**src/ifetch_pkg.sv**
```systemverilog
//----------------------------------------------------------------------------
// instruction fetch bus interface: shared widths, encodings and types
//----------------------------------------------------------------------------

package ifetch_pkg;

  //--------------------------------------------------------------------------
  // widths
  //--------------------------------------------------------------------------
  localparam int addr_w = 32;
  localparam int data_w = 32;
  // system map flags
  localparam int flg_w  = 5;
  // bus protection field
  localparam int prot_w = 4;

  //--------------------------------------------------------------------------
  // system map flag positions
  //--------------------------------------------------------------------------
  localparam int flg_ca_bit  = 3;
  localparam int flg_buf_bit = 2;

  // instruction fetches are always a full word on the bus
  localparam logic [1:0] bus_size_word = 2'b10;

  //--------------------------------------------------------------------------
  // bus state machine
  //--------------------------------------------------------------------------
  // wfg = waiting for grant, wfd = waiting for data
  // bit 0 of st_idle is the only state with bit 0 set alone, keep it so
  typedef enum logic [2:0] {
    st_idle      = 3'b001,
    st_wfg1      = 3'b010,
    st_wfd1      = 3'b011,
    st_wfd1_wfg2 = 3'b000,
    st_wfd1_wfd2 = 3'b110
  } bus_st_t;

  //--------------------------------------------------------------------------
  // abort tracker
  //--------------------------------------------------------------------------
  // number of completions still to be discarded
  typedef enum logic [1:0] {
    abt_idle = 2'b00,
    abt_vld1 = 2'b10,
    abt_vld2 = 2'b11
  } abt_st_t;

  //--------------------------------------------------------------------------
  // per transaction attributes
  //--------------------------------------------------------------------------
  // captured at grant, returned with the matching completion
  typedef struct packed {
    logic deny;
    logic unalign;
  } xact_attr_t;

endpackage

```
**src/ifetch_req_if.sv**
```systemverilog
//----------------------------------------------------------------------------
// fetch request from the request former to the bus state machine
//----------------------------------------------------------------------------

interface ifetch_req_if
  import ifetch_pkg::*;
();

  // request held by the fetch side until granted
  logic              req_vld;
  logic [addr_w-1:0] req_addr;
  logic [prot_w-1:0] req_prot;
  // pmp denied, still goes out so the bus can flag it
  logic              req_deny;

  modport former (
    output req_vld,
    output req_addr,
    output req_prot,
    output req_deny
  );

  // grant comes straight from the bus, nothing flows back here
  modport fsm (
    input  req_vld,
    input  req_addr,
    input  req_prot,
    input  req_deny
  );

endinterface

```
**src/ifetch_rsp_if.sv**
```systemverilog
//----------------------------------------------------------------------------
// accepted bus completions from the bus state machine to the output stage
//----------------------------------------------------------------------------

interface ifetch_rsp_if
  import ifetch_pkg::*;
();

  // one cycle strobe, aborted completions never show up here
  logic              rsp_cmplt;
  logic [data_w-1:0] rsp_data;
  logic              rsp_err;
  logic              rsp_unalign;
  // nothing outstanding and nothing pending
  logic              bus_idle;

  modport fsm (
    output rsp_cmplt,
    output rsp_data,
    output rsp_err,
    output rsp_unalign,
    output bus_idle
  );

  modport out (
    input  rsp_cmplt,
    input  rsp_data,
    input  rsp_err,
    input  rsp_unalign,
    input  bus_idle
  );

endinterface

```
**src/ifetch_bus_fsm.sv**
```systemverilog
//----------------------------------------------------------------------------
// fetch bus state machine with two outstanding transactions, abort tracking
// and a per transaction attribute queue
//----------------------------------------------------------------------------

module ifetch_bus_fsm
  import ifetch_pkg::*;
(
  input  logic              ifetch_cpuclk,
  input  logic              cpurst_b,
  ifetch_req_if.fsm         req,
  ifetch_rsp_if.fsm         rsp,
  input  logic              bus_grant,
  input  logic              bus_trans_cmplt,
  input  logic              bus_acc_err,
  input  logic [data_w-1:0] bus_rdata,
  input  logic              fetch_abort,
  output logic              bus_req,
  output logic [addr_w-1:0] bus_addr,
  output logic [prot_w-1:0] bus_prot,
  output logic              bus_acc_deny
);

  bus_st_t    cur_st;
  bus_st_t    nxt_st;
  abt_st_t    abt_cur_st;
  abt_st_t    abt_nxt_st;
  logic       st_data_wait;
  logic       cmplt_raw;
  logic       abt_trig;
  logic [1:0] live_cnt;
  logic [1:0] discard_cnt;
  xact_attr_t attr_q [2];
  xact_attr_t attr_in;
  xact_attr_t attr_head;
  logic       attr_push;
  logic       attr_wr_ptr;
  logic       attr_rd_ptr;

  //--------------------------------------------------------------------------
  // bus state machine
  //--------------------------------------------------------------------------
  always_ff @(posedge ifetch_cpuclk or negedge cpurst_b)
  begin
    if (!cpurst_b)
      cur_st <= st_idle;
    else
      cur_st <= nxt_st;
  end

  always_comb
  begin
    case (cur_st)
      st_idle:
        if (req.req_vld)
          nxt_st = bus_grant ? st_wfd1 : st_wfg1;
        else
          nxt_st = st_idle;
      st_wfg1:
        nxt_st = bus_grant ? st_wfd1 : st_wfg1;
      st_wfd1:
        if (bus_trans_cmplt)
          if (req.req_vld)
            nxt_st = bus_grant ? st_wfd1 : st_wfg1;
          else
            nxt_st = st_idle;
        else if (req.req_vld)
          nxt_st = bus_grant ? st_wfd1_wfd2 : st_wfd1_wfg2;
        else
          nxt_st = st_wfd1;
      st_wfd1_wfg2:
        if (bus_trans_cmplt)
          nxt_st = bus_grant ? st_wfd1 : st_wfg1;
        else
          nxt_st = bus_grant ? st_wfd1_wfd2 : st_wfd1_wfg2;
      st_wfd1_wfd2:
        nxt_st = bus_trans_cmplt ? st_wfd1 : st_wfd1_wfd2;
      default:
        nxt_st = st_idle;
    endcase
  end

  assign st_data_wait = (cur_st == st_wfd1) | (cur_st == st_wfd1_wfg2)
                      | (cur_st == st_wfd1_wfd2);
  assign cmplt_raw    = st_data_wait & bus_trans_cmplt;

  // a request waiting for grant stays on the bus until it is granted,
  // no new request while two are already in flight
  assign bus_req = ((cur_st == st_idle) & req.req_vld)
                 | (cur_st == st_wfg1)
                 | ((cur_st == st_wfd1) & req.req_vld)
                 | (cur_st == st_wfd1_wfg2);

  //--------------------------------------------------------------------------
  // abort tracker
  //--------------------------------------------------------------------------
  // every transaction alive at the abort is discarded, also one that is
  // still pending and gets granted later
  always_comb
  begin
    case (cur_st)
      st_wfg1, st_wfd1:           live_cnt = 2'd1;
      st_wfd1_wfg2, st_wfd1_wfd2: live_cnt = 2'd2;
      default:                    live_cnt = 2'd0;
    endcase
  end

  // a completion in the abort cycle itself is still delivered
  assign discard_cnt = live_cnt - {1'b0, cmplt_raw};
  assign abt_trig    = fetch_abort & (cur_st != st_idle);

  always_ff @(posedge ifetch_cpuclk or negedge cpurst_b)
  begin
    if (!cpurst_b)
      abt_cur_st <= abt_idle;
    else
      abt_cur_st <= abt_nxt_st;
  end

  always_comb
  begin
    if (abt_trig)
      case (discard_cnt)
        2'd1:    abt_nxt_st = abt_vld1;
        2'd2:    abt_nxt_st = abt_vld2;
        default: abt_nxt_st = abt_idle;
      endcase
    else
      case (abt_cur_st)
        abt_vld1: abt_nxt_st = cmplt_raw ? abt_idle : abt_vld1;
        abt_vld2: abt_nxt_st = cmplt_raw ? abt_vld1 : abt_vld2;
        default:  abt_nxt_st = abt_idle;
      endcase
  end

  //--------------------------------------------------------------------------
  // attribute queue, one entry per granted transaction
  //--------------------------------------------------------------------------
  assign attr_push       = bus_req & bus_grant;
  assign attr_in.deny    = req.req_deny;
  assign attr_in.unalign = req.req_addr[1];

  always_ff @(posedge ifetch_cpuclk or negedge cpurst_b)
  begin
    if (!cpurst_b)
    begin
      attr_wr_ptr <= 1'b0;
      attr_rd_ptr <= 1'b0;
    end
    else
    begin
      if (attr_push)
        attr_wr_ptr <= ~attr_wr_ptr;
      // aborted completions pop too, to stay in step with the bus
      if (cmplt_raw)
        attr_rd_ptr <= ~attr_rd_ptr;
    end
  end

  always_ff @(posedge ifetch_cpuclk)
  begin
    if (attr_push)
      attr_q[attr_wr_ptr] <= attr_in;
  end

  assign attr_head = attr_q[attr_rd_ptr];

  //--------------------------------------------------------------------------
  // outputs
  //--------------------------------------------------------------------------
  assign bus_addr     = {req.req_addr[addr_w-1:2], 2'b00};
  assign bus_prot     = req.req_prot;
  assign bus_acc_deny = req.req_deny;

  assign rsp.rsp_cmplt   = cmplt_raw & (abt_cur_st == abt_idle);
  assign rsp.rsp_data    = bus_rdata;
  assign rsp.rsp_err     = bus_acc_err | attr_head.deny;
  assign rsp.rsp_unalign = attr_head.unalign;
  assign rsp.bus_idle    = (cur_st == st_idle);

endmodule

```
**src/ifetch_inst_out.sv**
```systemverilog
//----------------------------------------------------------------------------
// instruction output stage and idle acknowledges
//----------------------------------------------------------------------------

module ifetch_inst_out
  import ifetch_pkg::*;
(
  ifetch_rsp_if.out         rsp,
  input  logic              dbgon,
  input  logic              lockup_mask,
  input  logic              lpmd_req,
  input  logic              srst_req,
  input  logic              lockup_req,
  output logic              inst_vld,
  output logic [data_w-1:0] inst,
  output logic              inst_acc_err,
  output logic              inst_unalign,
  output logic              fetch_idle,
  output logic              lpmd_ack,
  output logic              srst_ack,
  output logic              lockup_ack
);

  logic inst_blocked;

  //--------------------------------------------------------------------------
  // instruction buffer side
  //--------------------------------------------------------------------------
  // in debug mode or lockup nothing new enters the buffer
  assign inst_blocked = dbgon | lockup_mask;

  // same cycle as the bus completion, no register in between
  assign inst_vld     = rsp.rsp_cmplt & ~inst_blocked;
  assign inst         = rsp.rsp_data;
  assign inst_acc_err = rsp.rsp_err;
  // upper halfword holds the instruction
  assign inst_unalign = rsp.rsp_unalign;

  //--------------------------------------------------------------------------
  // idle handshakes
  //--------------------------------------------------------------------------
  assign fetch_idle = rsp.bus_idle;

  // only acknowledge once the bus is quiet
  assign lpmd_ack   = lpmd_req & rsp.bus_idle;
  assign srst_ack   = srst_req & rsp.bus_idle;
  assign lockup_ack = lockup_req & rsp.bus_idle;

endmodule

```
**src/ifetch_req_former.sv**
```systemverilog
//----------------------------------------------------------------------------
// fetch request former: bus address, protection and deny flag
//----------------------------------------------------------------------------

module ifetch_req_former
  import ifetch_pkg::*;
(
  input  logic              fetch_req_vld,
  input  logic [addr_w-1:0] fetch_addr,
  input  logic [flg_w-1:0]  sysmap_flg,
  input  logic              mach_mode,
  input  logic              pmp_deny,
  output logic [addr_w-1:0] sysmap_pa,
  ifetch_req_if.former      req
);

  logic              flg_ca;
  logic              flg_buf;
  logic [prot_w-1:0] prot;

  //--------------------------------------------------------------------------
  // protection
  //--------------------------------------------------------------------------
  // system map answers for the address presented this cycle
  assign flg_ca  = sysmap_flg[flg_ca_bit];
  assign flg_buf = sysmap_flg[flg_buf_bit];

  // {cacheable, bufferable, privileged, data}
  // instruction fetch, so the data bit stays low
  assign prot = {flg_ca, flg_buf, mach_mode, 1'b0};

  //--------------------------------------------------------------------------
  // request
  //--------------------------------------------------------------------------
  assign req.req_vld  = fetch_req_vld;
  // full address here, alignment happens at the bus
  assign req.req_addr = fetch_addr;
  assign req.req_prot = prot;
  // denied fetches still travel, the error is returned at completion
  assign req.req_deny = pmp_deny;

  // physical address lookup in the system map
  assign sysmap_pa = fetch_addr;

endmodule

```
**src/ifetch_top.sv**
```systemverilog
//----------------------------------------------------------------------------
// instruction fetch bus interface, top level
//----------------------------------------------------------------------------

module ifetch_top
  import ifetch_pkg::*;
(
  input  logic              ifetch_cpuclk,
  input  logic              cpurst_b,
  // program counter side
  input  logic              fetch_req_vld,
  input  logic [addr_w-1:0] fetch_addr,
  input  logic              fetch_abort,
  output logic              fetch_grant,
  // system map and pmp
  input  logic [flg_w-1:0]  sysmap_flg,
  input  logic              mach_mode,
  input  logic              pmp_deny,
  output logic [addr_w-1:0] sysmap_pa,
  // bus
  output logic              bus_req,
  output logic [addr_w-1:0] bus_addr,
  output logic [prot_w-1:0] bus_prot,
  output logic [1:0]        bus_size,
  output logic              bus_acc_deny,
  input  logic              bus_grant,
  input  logic              bus_trans_cmplt,
  input  logic              bus_acc_err,
  input  logic [data_w-1:0] bus_rdata,
  // instruction buffer
  input  logic              dbgon,
  input  logic              lockup_mask,
  output logic              inst_vld,
  output logic [data_w-1:0] inst,
  output logic              inst_acc_err,
  output logic              inst_unalign,
  // idle handshakes
  output logic              fetch_idle,
  input  logic              lpmd_req,
  output logic              lpmd_ack,
  input  logic              srst_req,
  output logic              srst_ack,
  input  logic              lockup_req,
  output logic              lockup_ack
);

  ifetch_req_if req_if ();
  ifetch_rsp_if rsp_if ();

  // the fetch side sees the bus grant directly
  assign fetch_grant = bus_grant;
  assign bus_size    = bus_size_word;

  ifetch_req_former x_req_former (
    .fetch_req_vld (fetch_req_vld),
    .fetch_addr    (fetch_addr),
    .sysmap_flg    (sysmap_flg),
    .mach_mode     (mach_mode),
    .pmp_deny      (pmp_deny),
    .sysmap_pa     (sysmap_pa),
    .req           (req_if.former)
  );

  ifetch_bus_fsm x_bus_fsm (
    .ifetch_cpuclk   (ifetch_cpuclk),
    .cpurst_b        (cpurst_b),
    .req             (req_if.fsm),
    .rsp             (rsp_if.fsm),
    .bus_grant       (bus_grant),
    .bus_trans_cmplt (bus_trans_cmplt),
    .bus_acc_err     (bus_acc_err),
    .bus_rdata       (bus_rdata),
    .fetch_abort     (fetch_abort),
    .bus_req         (bus_req),
    .bus_addr        (bus_addr),
    .bus_prot        (bus_prot),
    .bus_acc_deny    (bus_acc_deny)
  );

  ifetch_inst_out x_inst_out (
    .rsp          (rsp_if.out),
    .dbgon        (dbgon),
    .lockup_mask  (lockup_mask),
    .lpmd_req     (lpmd_req),
    .srst_req     (srst_req),
    .lockup_req   (lockup_req),
    .inst_vld     (inst_vld),
    .inst         (inst),
    .inst_acc_err (inst_acc_err),
    .inst_unalign (inst_unalign),
    .fetch_idle   (fetch_idle),
    .lpmd_ack     (lpmd_ack),
    .srst_ack     (srst_ack),
    .lockup_ack   (lockup_ack)
  );

endmodule

```
**config.mk**
```make
export PLATFORM = sky130hd
export DESIGN_NAME = ifetch_top
export DESIGN_NICKNAME = d
export VERILOG_FILES = /design/src/ifetch_pkg.sv /design/src/ifetch_req_if.sv /design/src/ifetch_rsp_if.sv /design/src/ifetch_bus_fsm.sv /design/src/ifetch_inst_out.sv /design/src/ifetch_req_former.sv /design/src/ifetch_top.sv
export SDC_FILE = /design/constraint.sdc
export NUM_CORES = 1
export LEC_CHECK = 0
export BUFFER_PORTS_ARGS = -buffer_cell sky130_fd_sc_hd__buf_4
export CAP_MARGIN = 20
export CORE_ASPECT_RATIO = 1.1
export CORE_MARGIN = 2
export CORE_UTILIZATION = 34
export CTS_CLUSTER_SIZE = 20
export DETAILED_ROUTE_END_ITERATION = 12
export PLACE_DENSITY = 0.79
export SLEW_MARGIN = 40
export SYNTH_ARGS = -nofsm -noshare
export SYNTH_HDL_FRONTEND = slang
export SYNTH_HIERARCHICAL = 1
export SYNTH_SLANG_ARGS = --single-unit
```
**constraint.sdc**
```tcl
create_clock -name ifetch_cpuclk -period 1.68 [get_ports ifetch_cpuclk]
set_input_delay 0.336 -clock ifetch_cpuclk [delete_from_list [all_inputs] [get_ports ifetch_cpuclk]]
set_output_delay 0.336 -clock ifetch_cpuclk [all_outputs]
set_load 0.005 [all_outputs]
```
# After elaboration in Yosys (flattened, before gate mapping)
# Memory sizes are Yosys's and may differ from the RTL's.
# Cells that the tools add are included.
[classes] n_addsub=1 eq_ne=9 muxes=16 bitwise_logic=20 reduce_logical=4
[op_table] operator="3-bit 2-to-1 mux" count=6
[op_table] operator="3-bit one-hot mux with 5 select lines" count=1
[op_table] operator="2-bit one-hot mux with 2 select lines" count=3
[op_table] operator="1-bit AND" count=10
[op_table] operator="1-bit bitwise OR" count=7
[op_table] operator="2-bit == test, second input constant" count=3
[op_table] operator="3-bit by 2-bit == test with 1-bit output, second input constant" count=2
[op_table] operator="1-bit 2-to-1 mux" count=4
[op_table] operator="2-bit 2-to-1 mux" count=2
[op_table] operator="2-bit OR reduction" count=2
[op_table] operator="3-bit by 1-bit == test with 1-bit output, second input constant" count=1
[op_table] operator="3-bit == test, second input constant" count=1
[op_table] operator="3-bit zero test" count=1
[op_table] operator="3-bit by 1-bit inequality test with 1-bit output, second input constant" count=1
[op_table] operator="1-bit NOT" count=3
[op_table] operator="2-bit by 1-bit == test with 1-bit output, second input constant" count=1
[op_table] operator="2-bit zero test" count=1
[op_table] operator="2-bit by 1-bit subtractor with 2-bit output" count=1
[totals] register_bits=7 ram_bits=4 inputBits=83 output_inout_bits=112 word_cells=55 memories=1
[mem_list] memory="x_bus_fsm.attr_q" words=2 word_bits=2 read_ports=1 rd_clocked_by_memory_dff=0 wr=1 line_no="ifetch_bus_fsm.sv:33" source="xact_attr_t attr_q [2];"

# Depth between registers and ports, before layout
# Gate-level depths: netlist of the first run.
[logic_depth] word_depth=8 depth_mapped=9 mapped_depth_nobuf=8

# Cells and area by module
# The synthesis of the first run kept the hierarchy.
[by_module_without_submodules] module="ifetch_bus_fsm" instances=1 cells_per_inst=129 area_each_um2=1152.4 seq_area_each_um2=296.5
[by_module_without_submodules] module="ifetch_req_former" instances=1 cells_per_inst=71 area_each_um2=529.3 seq_area_each_um2=0.0
[by_module_without_submodules] module="ifetch_inst_out" instances=1 cells_per_inst=39 area_each_um2=294.0 seq_area_each_um2=0.0
[by_module_without_submodules] module="ifetch_top" instances=1 cells_per_inst=5 area_each_um2=30.0 seq_area_each_um2=0.0

# Worst setup path after synthesis of the first run
# Ideal clock, no wire load.
[synth_path] path_kind="flip-flop to flip-flop" start="reg x_bus_fsm.cur_st[2]" end="reg x_bus_fsm.abt_cur_st[1]" setup_ps=77 t_arrival_ps=1670 t_required_ps=1603 path_slack_ps=-67 stages_incl_launch_ff=7 path_buffers=0 synth_period_minus_slack_ps=1747 path_cell_list="dfrtp_1 -> nor2b_4 -> o41a_4 -> inv_2 -> ha_1 -> ha_1 -> o21ai_1"
[synth_via] elab_chain_cells=8 word_cells_on_any_way=19 cone_classes="add/sub: 1; eq/ne: 6; mux: 5; bitwise: 4; reduce/logical: 3"
[synth_lines] item="from (decl)" line_no="ifetch_bus_fsm.sv:24" source="bus_st_t cur_st;"
[synth_lines] item="from (signal assigned)" line_no="ifetch_bus_fsm.sv:46" source="cur_st <= st_idle;"
[synth_lines] item="from (signal assigned)" line_no="ifetch_bus_fsm.sv:48" source="cur_st <= nxt_st;"
[synth_lines] item="3-bit by 2-bit == test with 1-bit output / 3-bit zero test (equally long branches)" line_no="ifetch_bus_fsm.sv:83, ifetch_bus_fsm.sv:101"
[synth_lines] item="1-bit bitwise OR" line_no="ifetch_bus_fsm.sv:83" source="assign st_data_wait = (cur_st == st_wfd1) | (cur_st == st_wfd1_wfg2)"
[synth_lines] item="1-bit bitwise OR" line_no="ifetch_bus_fsm.sv:84" source="| (cur_st == st_wfd1_wfd2);"
[synth_lines] item="1-bit AND" line_no="ifetch_bus_fsm.sv:85" source="assign cmplt_raw = st_data_wait & bus_trans_cmplt;"
[synth_lines] item="2-bit by 1-bit subtractor with 2-bit output" line_no="ifetch_bus_fsm.sv:109" source="assign discard_cnt = live_cnt - {1'b0, cmplt_raw};"
[synth_lines] item="2-bit == test / 2-bit by 1-bit == test with 1-bit output (equally long branches)" line_no="ifetch_bus_fsm.sv:123" source="case (discard_cnt)"
[synth_lines] item="2-bit one-hot mux with 2 select lines" line_no="ifetch_bus_fsm.sv:123"
[synth_lines] item="2-bit 2-to-1 mux (*)" line_no="ifetch_bus_fsm.sv:122" source="if (abt_trig)"
[synth_lines] item="named net x_bus_fsm.abt_nxt_st[1]" line_no="ifetch_bus_fsm.sv:27" source="abt_st_t abt_nxt_st;"
[synth_lines] item="to (signal assigned)" line_no="ifetch_bus_fsm.sv:115" source="abt_cur_st <= abt_idle;"
[synth_lines] item="to (signal assigned)" line_no="ifetch_bus_fsm.sv:117" source="abt_cur_st <= abt_nxt_st;"
[synth_lines] item="to (decl)" line_no="ifetch_bus_fsm.sv:26" source="abt_st_t abt_cur_st;"
# The timed path passes the listed nets; every way through them passes the cells marked *.
# A chain may end at the register's enable or synchronous reset.

# Worst setup path after layout of the first run
[layout_path] start="reg x_bus_fsm.cur_st[2]" end="out inst_vld"
[layout_via] elab_chain_cells=6 word_cells_on_any_way=8 cone_classes="eq/ne: 2; bitwise: 5; reduce/logical: 1"
[layout_lines] item="3-bit by 2-bit == test with 1-bit output / 3-bit zero test (equally long branches)" line_no="ifetch_bus_fsm.sv:83"
[layout_lines] item="1-bit bitwise OR" line_no="ifetch_bus_fsm.sv:83"
[layout_lines] item="1-bit bitwise OR (*)" line_no="ifetch_bus_fsm.sv:84"
[layout_lines] item="1-bit AND (*)" line_no="ifetch_bus_fsm.sv:85"
[layout_lines] item="1-bit AND (*)" line_no="ifetch_bus_fsm.sv:175" source="assign rsp.rsp_cmplt = cmplt_raw & (abt_cur_st == abt_idle);"
[layout_lines] item="named net rsp_if.rsp_cmplt" line_no="ifetch_rsp_if.sv:10" source="logic rsp_cmplt;"
[layout_lines] item="1-bit AND (*)" line_no="ifetch_inst_out.sv:33" source="assign inst_vld = rsp.rsp_cmplt & ~inst_blocked;"
[layout_lines] item="to (decl)" line_no="ifetch_top.sv:33" source="output logic inst_vld,"
# Marks and branches as above.

==> results of run 1 <==
[final timing paths]
kind,startpoint,end
worst min register to register,x_bus_fsm/attr_wr_ptr$_DFFE_PN0N_,x_bus_fsm/attr_wr_ptr$_DFFE_PN0N_
min in group asynchronous,cpurst_b,x_bus_fsm/attr_wr_ptr$_DFFE_PN0N_
worst max-delay path,x_bus_fsm/cur_st[2]$_DFF_PN0_,inst_vld
max in group asynchronous,cpurst_b,x_bus_fsm/cur_st[0]$_DFF_PN1_
worst min-delay path,fetch_addr[1],x_bus_fsm/attr_q[0][0]$_DFFE_PP_
worst max register to register,x_bus_fsm/cur_st[2]$_DFF_PN0_,x_bus_fsm/abt_cur_st[1]$_DFF_PN0_
[what timing repair did]
| action | CTS | global route |
|---|---|---|
| hold buffers | 1 | 0 |
| endpoints found under the hold margin | 6 | 0 |
| pin swaps | 5 | 5 |
| gates cloned | 0 | 0 |
| gates resized for setup | 9 | 12 |
| endpoints found under the setup margin | 6 | 7 |
| buffers inserted | 3 | 4 |
[where the power goes]
group	internal (µW)	switching, µW
clock	167	103
combinational	538	391
sequential	372	83.5
[metrics by stage]
step / setup TNS (ps) / cell area, µm² / total power [µW]
floorplan: -73.0 / 2000 / 1170
global placement: -128 / 993 / 1030
detailed placement: -161 / 993 / 1060
CTS: -584 / 1110 / 1450
global route: -1010 / 1200 / 1770
finish: -720 / 1200 / 1660
[critical path, cell delays in order (launching register included)]
cell and delay, ps:
dfrtp_1 370, nor2b_4 130, o41a_4 440, nor3_4 120, nor3b_2 180, buf_4 130
[cell usage in the layout (no fill, tap or decap), drive strengths merged]
master        n
buf          38
dfrtp         6
conb          5
inv           5
a21oi         4
edfxtp        4
clkbuf        4
o21ai         4
or3           3
nand4         3
nand2b        3
nor2b         3
xnor2         3
and2          3
nand2         2
ha            2
nor2          2
and2b         2
dlygate4sd3   1
nand4b        1
o41a          1
a221oi        1
mux2          1
nand3         1
and3          1
nor3          1
a211o         1
o211ai        1
a21o          1
dfstp         1
nor3b         1
[routing by layer]
metal  up-vias  share of wire (%)
li1        311                  -
met1       328                 33
met2        24                 45
met3        44                 11
met4         0                 11
met5         -                  0
[sequential cells by signal, summed over array words and instances, names as in the netlist]
name	cells
x_bus_fsm/abt_cur_st	2
x_bus_fsm/attr_q	4
x_bus_fsm/attr_rd_ptr	1
x_bus_fsm/attr_wr_ptr	1
x_bus_fsm/cur_st	3
[layout make-up]
type / count / area, µm² / area share (%)
Multi-Input combinational cell: 50 / 430 / 35.8
Timing Repair Buffer: 39 / 314 / 26.1
Sequential cell: 11 / 297 / 24.6
Tap cell: 77 / 96.3 / 8.00
Clock buffer: 4 / 45.0 / 3.74
Inverter: 5 / 21.3 / 1.77
==> reports/metrics.csv, run 1 <==
metric;value;unit
Final WS setup;-259;ps
Worst Clk Skew;3.73;ps
Lkg Pwr;0.000517;µW
initial antenna violation count;0;
met1 Track Usage GR;5.78;%
Slew Viols, Final;0;
Post-Layout Cell Count;186;
vias;707;
Syn. warnings;6;
P&R area growth vs syn;-39.8;%
CTS Buffer Depth;2;
HP Class;in2reg;
cell depth of the worst flop-to-flop path;9;
CP startpoint kind;register;
setup slack, reg-to-reg;-210;ps
DRC viols;0;
TritonCTS Buffers;3;
clk slew on worst S/H paths;50;ps
vias per inst;3.80;
# clock sinks;11;
nets;195;
fmax;516;MHz
Arr. time, crit path;1600;ps
Mapped Avg Cell Area;8.22;µm²
maxcap violations;0;
RSZ-0062 raised after global routing;yes;
Final Setup Violations;6;
Die ar.;6510;µm²
Final period util;115;%
DRT antenna net count;0;
final-report hold violation count;0;
largest net degree at the start of global routing;11;
Synth Instances;243;
core box area;5730;µm²
hpwl dp;1740;µm
H-tree Lvls;1;
Pre-Repair DR Iteration Count;4;
DIE WIDTH;77.1;µm
mapped cell area;2000;µm²
Vert. Die Dim;84.4;µm
first-pass GRT wire length;3280;µm
layout cells sized above 1;55.0;%
CTS root buffer;clkbuf_8;
drt wl/cell;13.1;µm
GRT busiest layer;met4;
GPL Wtd Cong;0.725;
Filler cells;638;
CTS tree;built;
I/O pin cnt;195;
final core occ;21.0;%
placement row count;29;
status;finished with violations;
Hold Crit Depth;1;
Power Density;1380;nW/µm²
WP data required;1340;ps
met2 GRT Util;9.89;%
grt ovf;0;
Hold WS;295;ps
CP Capture Type;primary output;
violated checks;negative setup slack;
critical setup path kind;reg2out;
dpl cells;174;
maximum VDD drop;0.261;mV
number of global-route vias before repair;665;
fin crit period;1940;ps
# diodes;0;
crit path max fanout;2;
Initial Util;34.9;%
DRT iter0 DRCs;6;
clk_lat worst skew;240;ps
met3 GRT Util;2.80;%
Port Buffers;24;
Routed WL;2440;µm
DP Worst Slack;-100;ps
gr usage total;6.76;%
Note: power is estimated with default switching activity, not from simulation.
==> inputs of run 2 (changes only) <==
- RECOVER_POWER: unset -> 100
- SLEW_MARGIN: 40 -> unset
==> run 2 against run 1 <==
The flow still finishes with violations (negative setup slack). Via count is 0.42% lower. Clock power barely moved. Non-clock buffer count did not move. Die area unchanged. Clock skew about the same. Largest cell class unchanged. Largest power group unchanged.
==> reports/metrics.csv, run 2 (synthesis gave the netlist of run 1 again) <==
metric;value;unit
fin crit period;1940;ps
maxcap violations;0;
Pre-Repair DR Iteration Count;4;
number of global-route vias before repair;665;
Slew Viols, Final;0;
DRC viols;0;
Vert. Die Dim;84.4;µm
crit path max fanout;2;
H-tree Lvls;1;
Final WS setup;-259;ps
DRT iter0 DRCs;6;
top sig layer;met4;
Lkg Pwr;0.000502;µW
CP Capture Type;primary output;
Internal;1070;µW
status;finished with violations;
top cell family by delay on the critical path;compound AO/OA/AOI/OAI gates;
RSZ-0062 raised after global routing;yes;
Clock power frac;16.3;%
clk_lat worst skew;240;ps
TritonCTS Buffers;3;
largest reg by FF count;x_bus_fsm/attr_q;
most common cell after layout, fill and taps aside;buf_4;
grt ovf;0;
P&R area growth vs syn;-40.5;%
gr usage total;6.76;%
commonest non-fill, non-tap cells in the layout;27 x buf_4, 6 x dfrtp_1, 5 x conb_1, 5 x clkbuf_1, 5 x buf_6;
Filler cells;638;
Seq pwr share;27.6;%
maximum VDD drop;0.260;mV
Worst Clk Skew;3.37;ps
Post-Layout Cell Count;186;
CP bufs+invs;1;
WP data required;1340;ps
register area;297;µm²
# diodes;0;
Die ar.;6510;µm²
max reg flops;4;
CP startpoint kind;register;
CTS Buffer Depth;2;
# clock sinks;11;
fmax;516;MHz
DR WL met3;271;µm
vias;704;
violated checks;negative setup slack;
CTS tree;built;
GPL Wtd Cong;0.725;
placement row count;29;
combinational share of power;56.1;%
dpl cells;174;
hpwl dp;1740;µm
CP max stage delay;440;ps
critical setup path kind;reg2out;
vias per inst;3.78;
metal2 WL;1100;µm
Initial Util;34.9;%
core box area;5730;µm²
HP Class;in2reg;
layout cells sized above 1;51.4;%
largest net degree at the start of global routing;11;
CTS root buffer;clkbuf_8;
first-pass GRT wire length;3280;µm
initial antenna violation count;0;
Sw Share;35.0;%
drt wl/cell;13.1;µm
largest registers;x_bus_fsm/attr_q (4), x_bus_fsm/cur_st (3), x_bus_fsm/abt_cur_st (2);
M1 wire length;802;µm
DRT antenna net count;0;
Final Setup Violations;6;
Port Buffers;24;
Final period util;115;%
DP Worst Slack;-100;ps
area of the multi-input gates;430;µm²
Routed WL;2440;µm
Cell Chain, Critical Path;nor2b_4, o41a_4, nor3_4, nor3b_2, buf_4;
P_sw;579;µW
Arr. time, crit path;1600;ps
final-report hold violation count;0;
clk slew on worst S/H paths;50;ps
nets;195;
Power Density;1390;nW/µm²
Worst path slowest cell;o41a_4;
DIE WIDTH;77.1;µm
I/O pin cnt;195;
[run 2: cell count changes in the layout (fill, tap and decap cells not counted), sizes merged]
| cell | delta |
|---|---|
| clkbuf | +6 |
| buf | -6 |
[run 2: power groups by stage]
stage | clock [µW] | sequential [µW] | combinational (µW)
floorplan | 0 | 431 | 737
global placement | 0 | 443 | 590
detailed placement | 0 | 446 | 611
CTS | 280 | 453 | 716
global route | 295 | 463 | 1010
finish | 270 | 455 | 927
[run 2: area by class of cell]
class                           count  area share [%]
Timing Repair Buffer               39            25.2
Sequential cell                    11            24.9
Inverter                            5            1.79
Clock buffer                        4            3.79
Tap cell                           77            8.11
Multi-Input combinational cell     50            36.2
[run 2: layer usage]
layer	vias to the layer above	track usage (%)
li1	312	-
met1	326	5.78
met2	22	9.89
met3	44	2.80
met4	0	10.2
met5	-	0
[run 2: metrics by stage]
step,power (µW),cell area (µm²),utilization [%],setup TNS [ps],hold WS [ps]
after global placement,1030,993,17.3,-128,153
after CTS,1450,1110,19.4,-584,291
final,1650,1190,20.7,-719,345
after detailed placement,1060,993,17.3,-161,155
after floorplan,1170,2000,-,-73.0,40.4
after global routing,1760,1190,20.7,-1010,366
[run 2: worst register-to-register path, delay by kind of cell, from the launching register on]
| family | cells | cell delay, ps |
|---|---|---|
| and+or+nand+nor | 1 | 130 |
| xor gates and xnor gates | 1 | 120 |
| buffers and inverters | 3 | 300 |
| adders and majority gates | 2 | 350 |
| AOI/OAI and AO/OA | 2 | 540 |
| DFF | 1 | 370 |
[run 2: path summary, 6_finish.rpt]
path	cells after the start	slack (ps)	startpoint	endpoint
max	5	-260	x_bus_fsm/cur_st[2]$_DFF_PN0_	inst_vld
max reg2reg	9	-210	x_bus_fsm/cur_st[2]$_DFF_PN0_	x_bus_fsm/abt_cur_st[1]$_DFF_PN0_
min reg2reg	1	510	x_bus_fsm/attr_wr_ptr$_DFFE_PN0N_	x_bus_fsm/attr_wr_ptr$_DFFE_PN0N_
max in group asynchronous	2	820	cpurst_b	x_bus_fsm/cur_st[0]$_DFF_PN1_
min	1	350	fetch_addr[1]	x_bus_fsm/attr_q[0][0]$_DFFE_PP_
min in group asynchronous	2	540	cpurst_b	x_bus_fsm/attr_wr_ptr$_DFFE_PN0N_
[run 2: what timing repair did]
action,4_1_cts,5_1_grt
hold buffers,1,0
buffers inserted,3,4
hold endpoints to repair,6,0
pin swaps,5,5
endpoints found under the setup margin,6,7
resized for setup,9,12
cloned,0,0
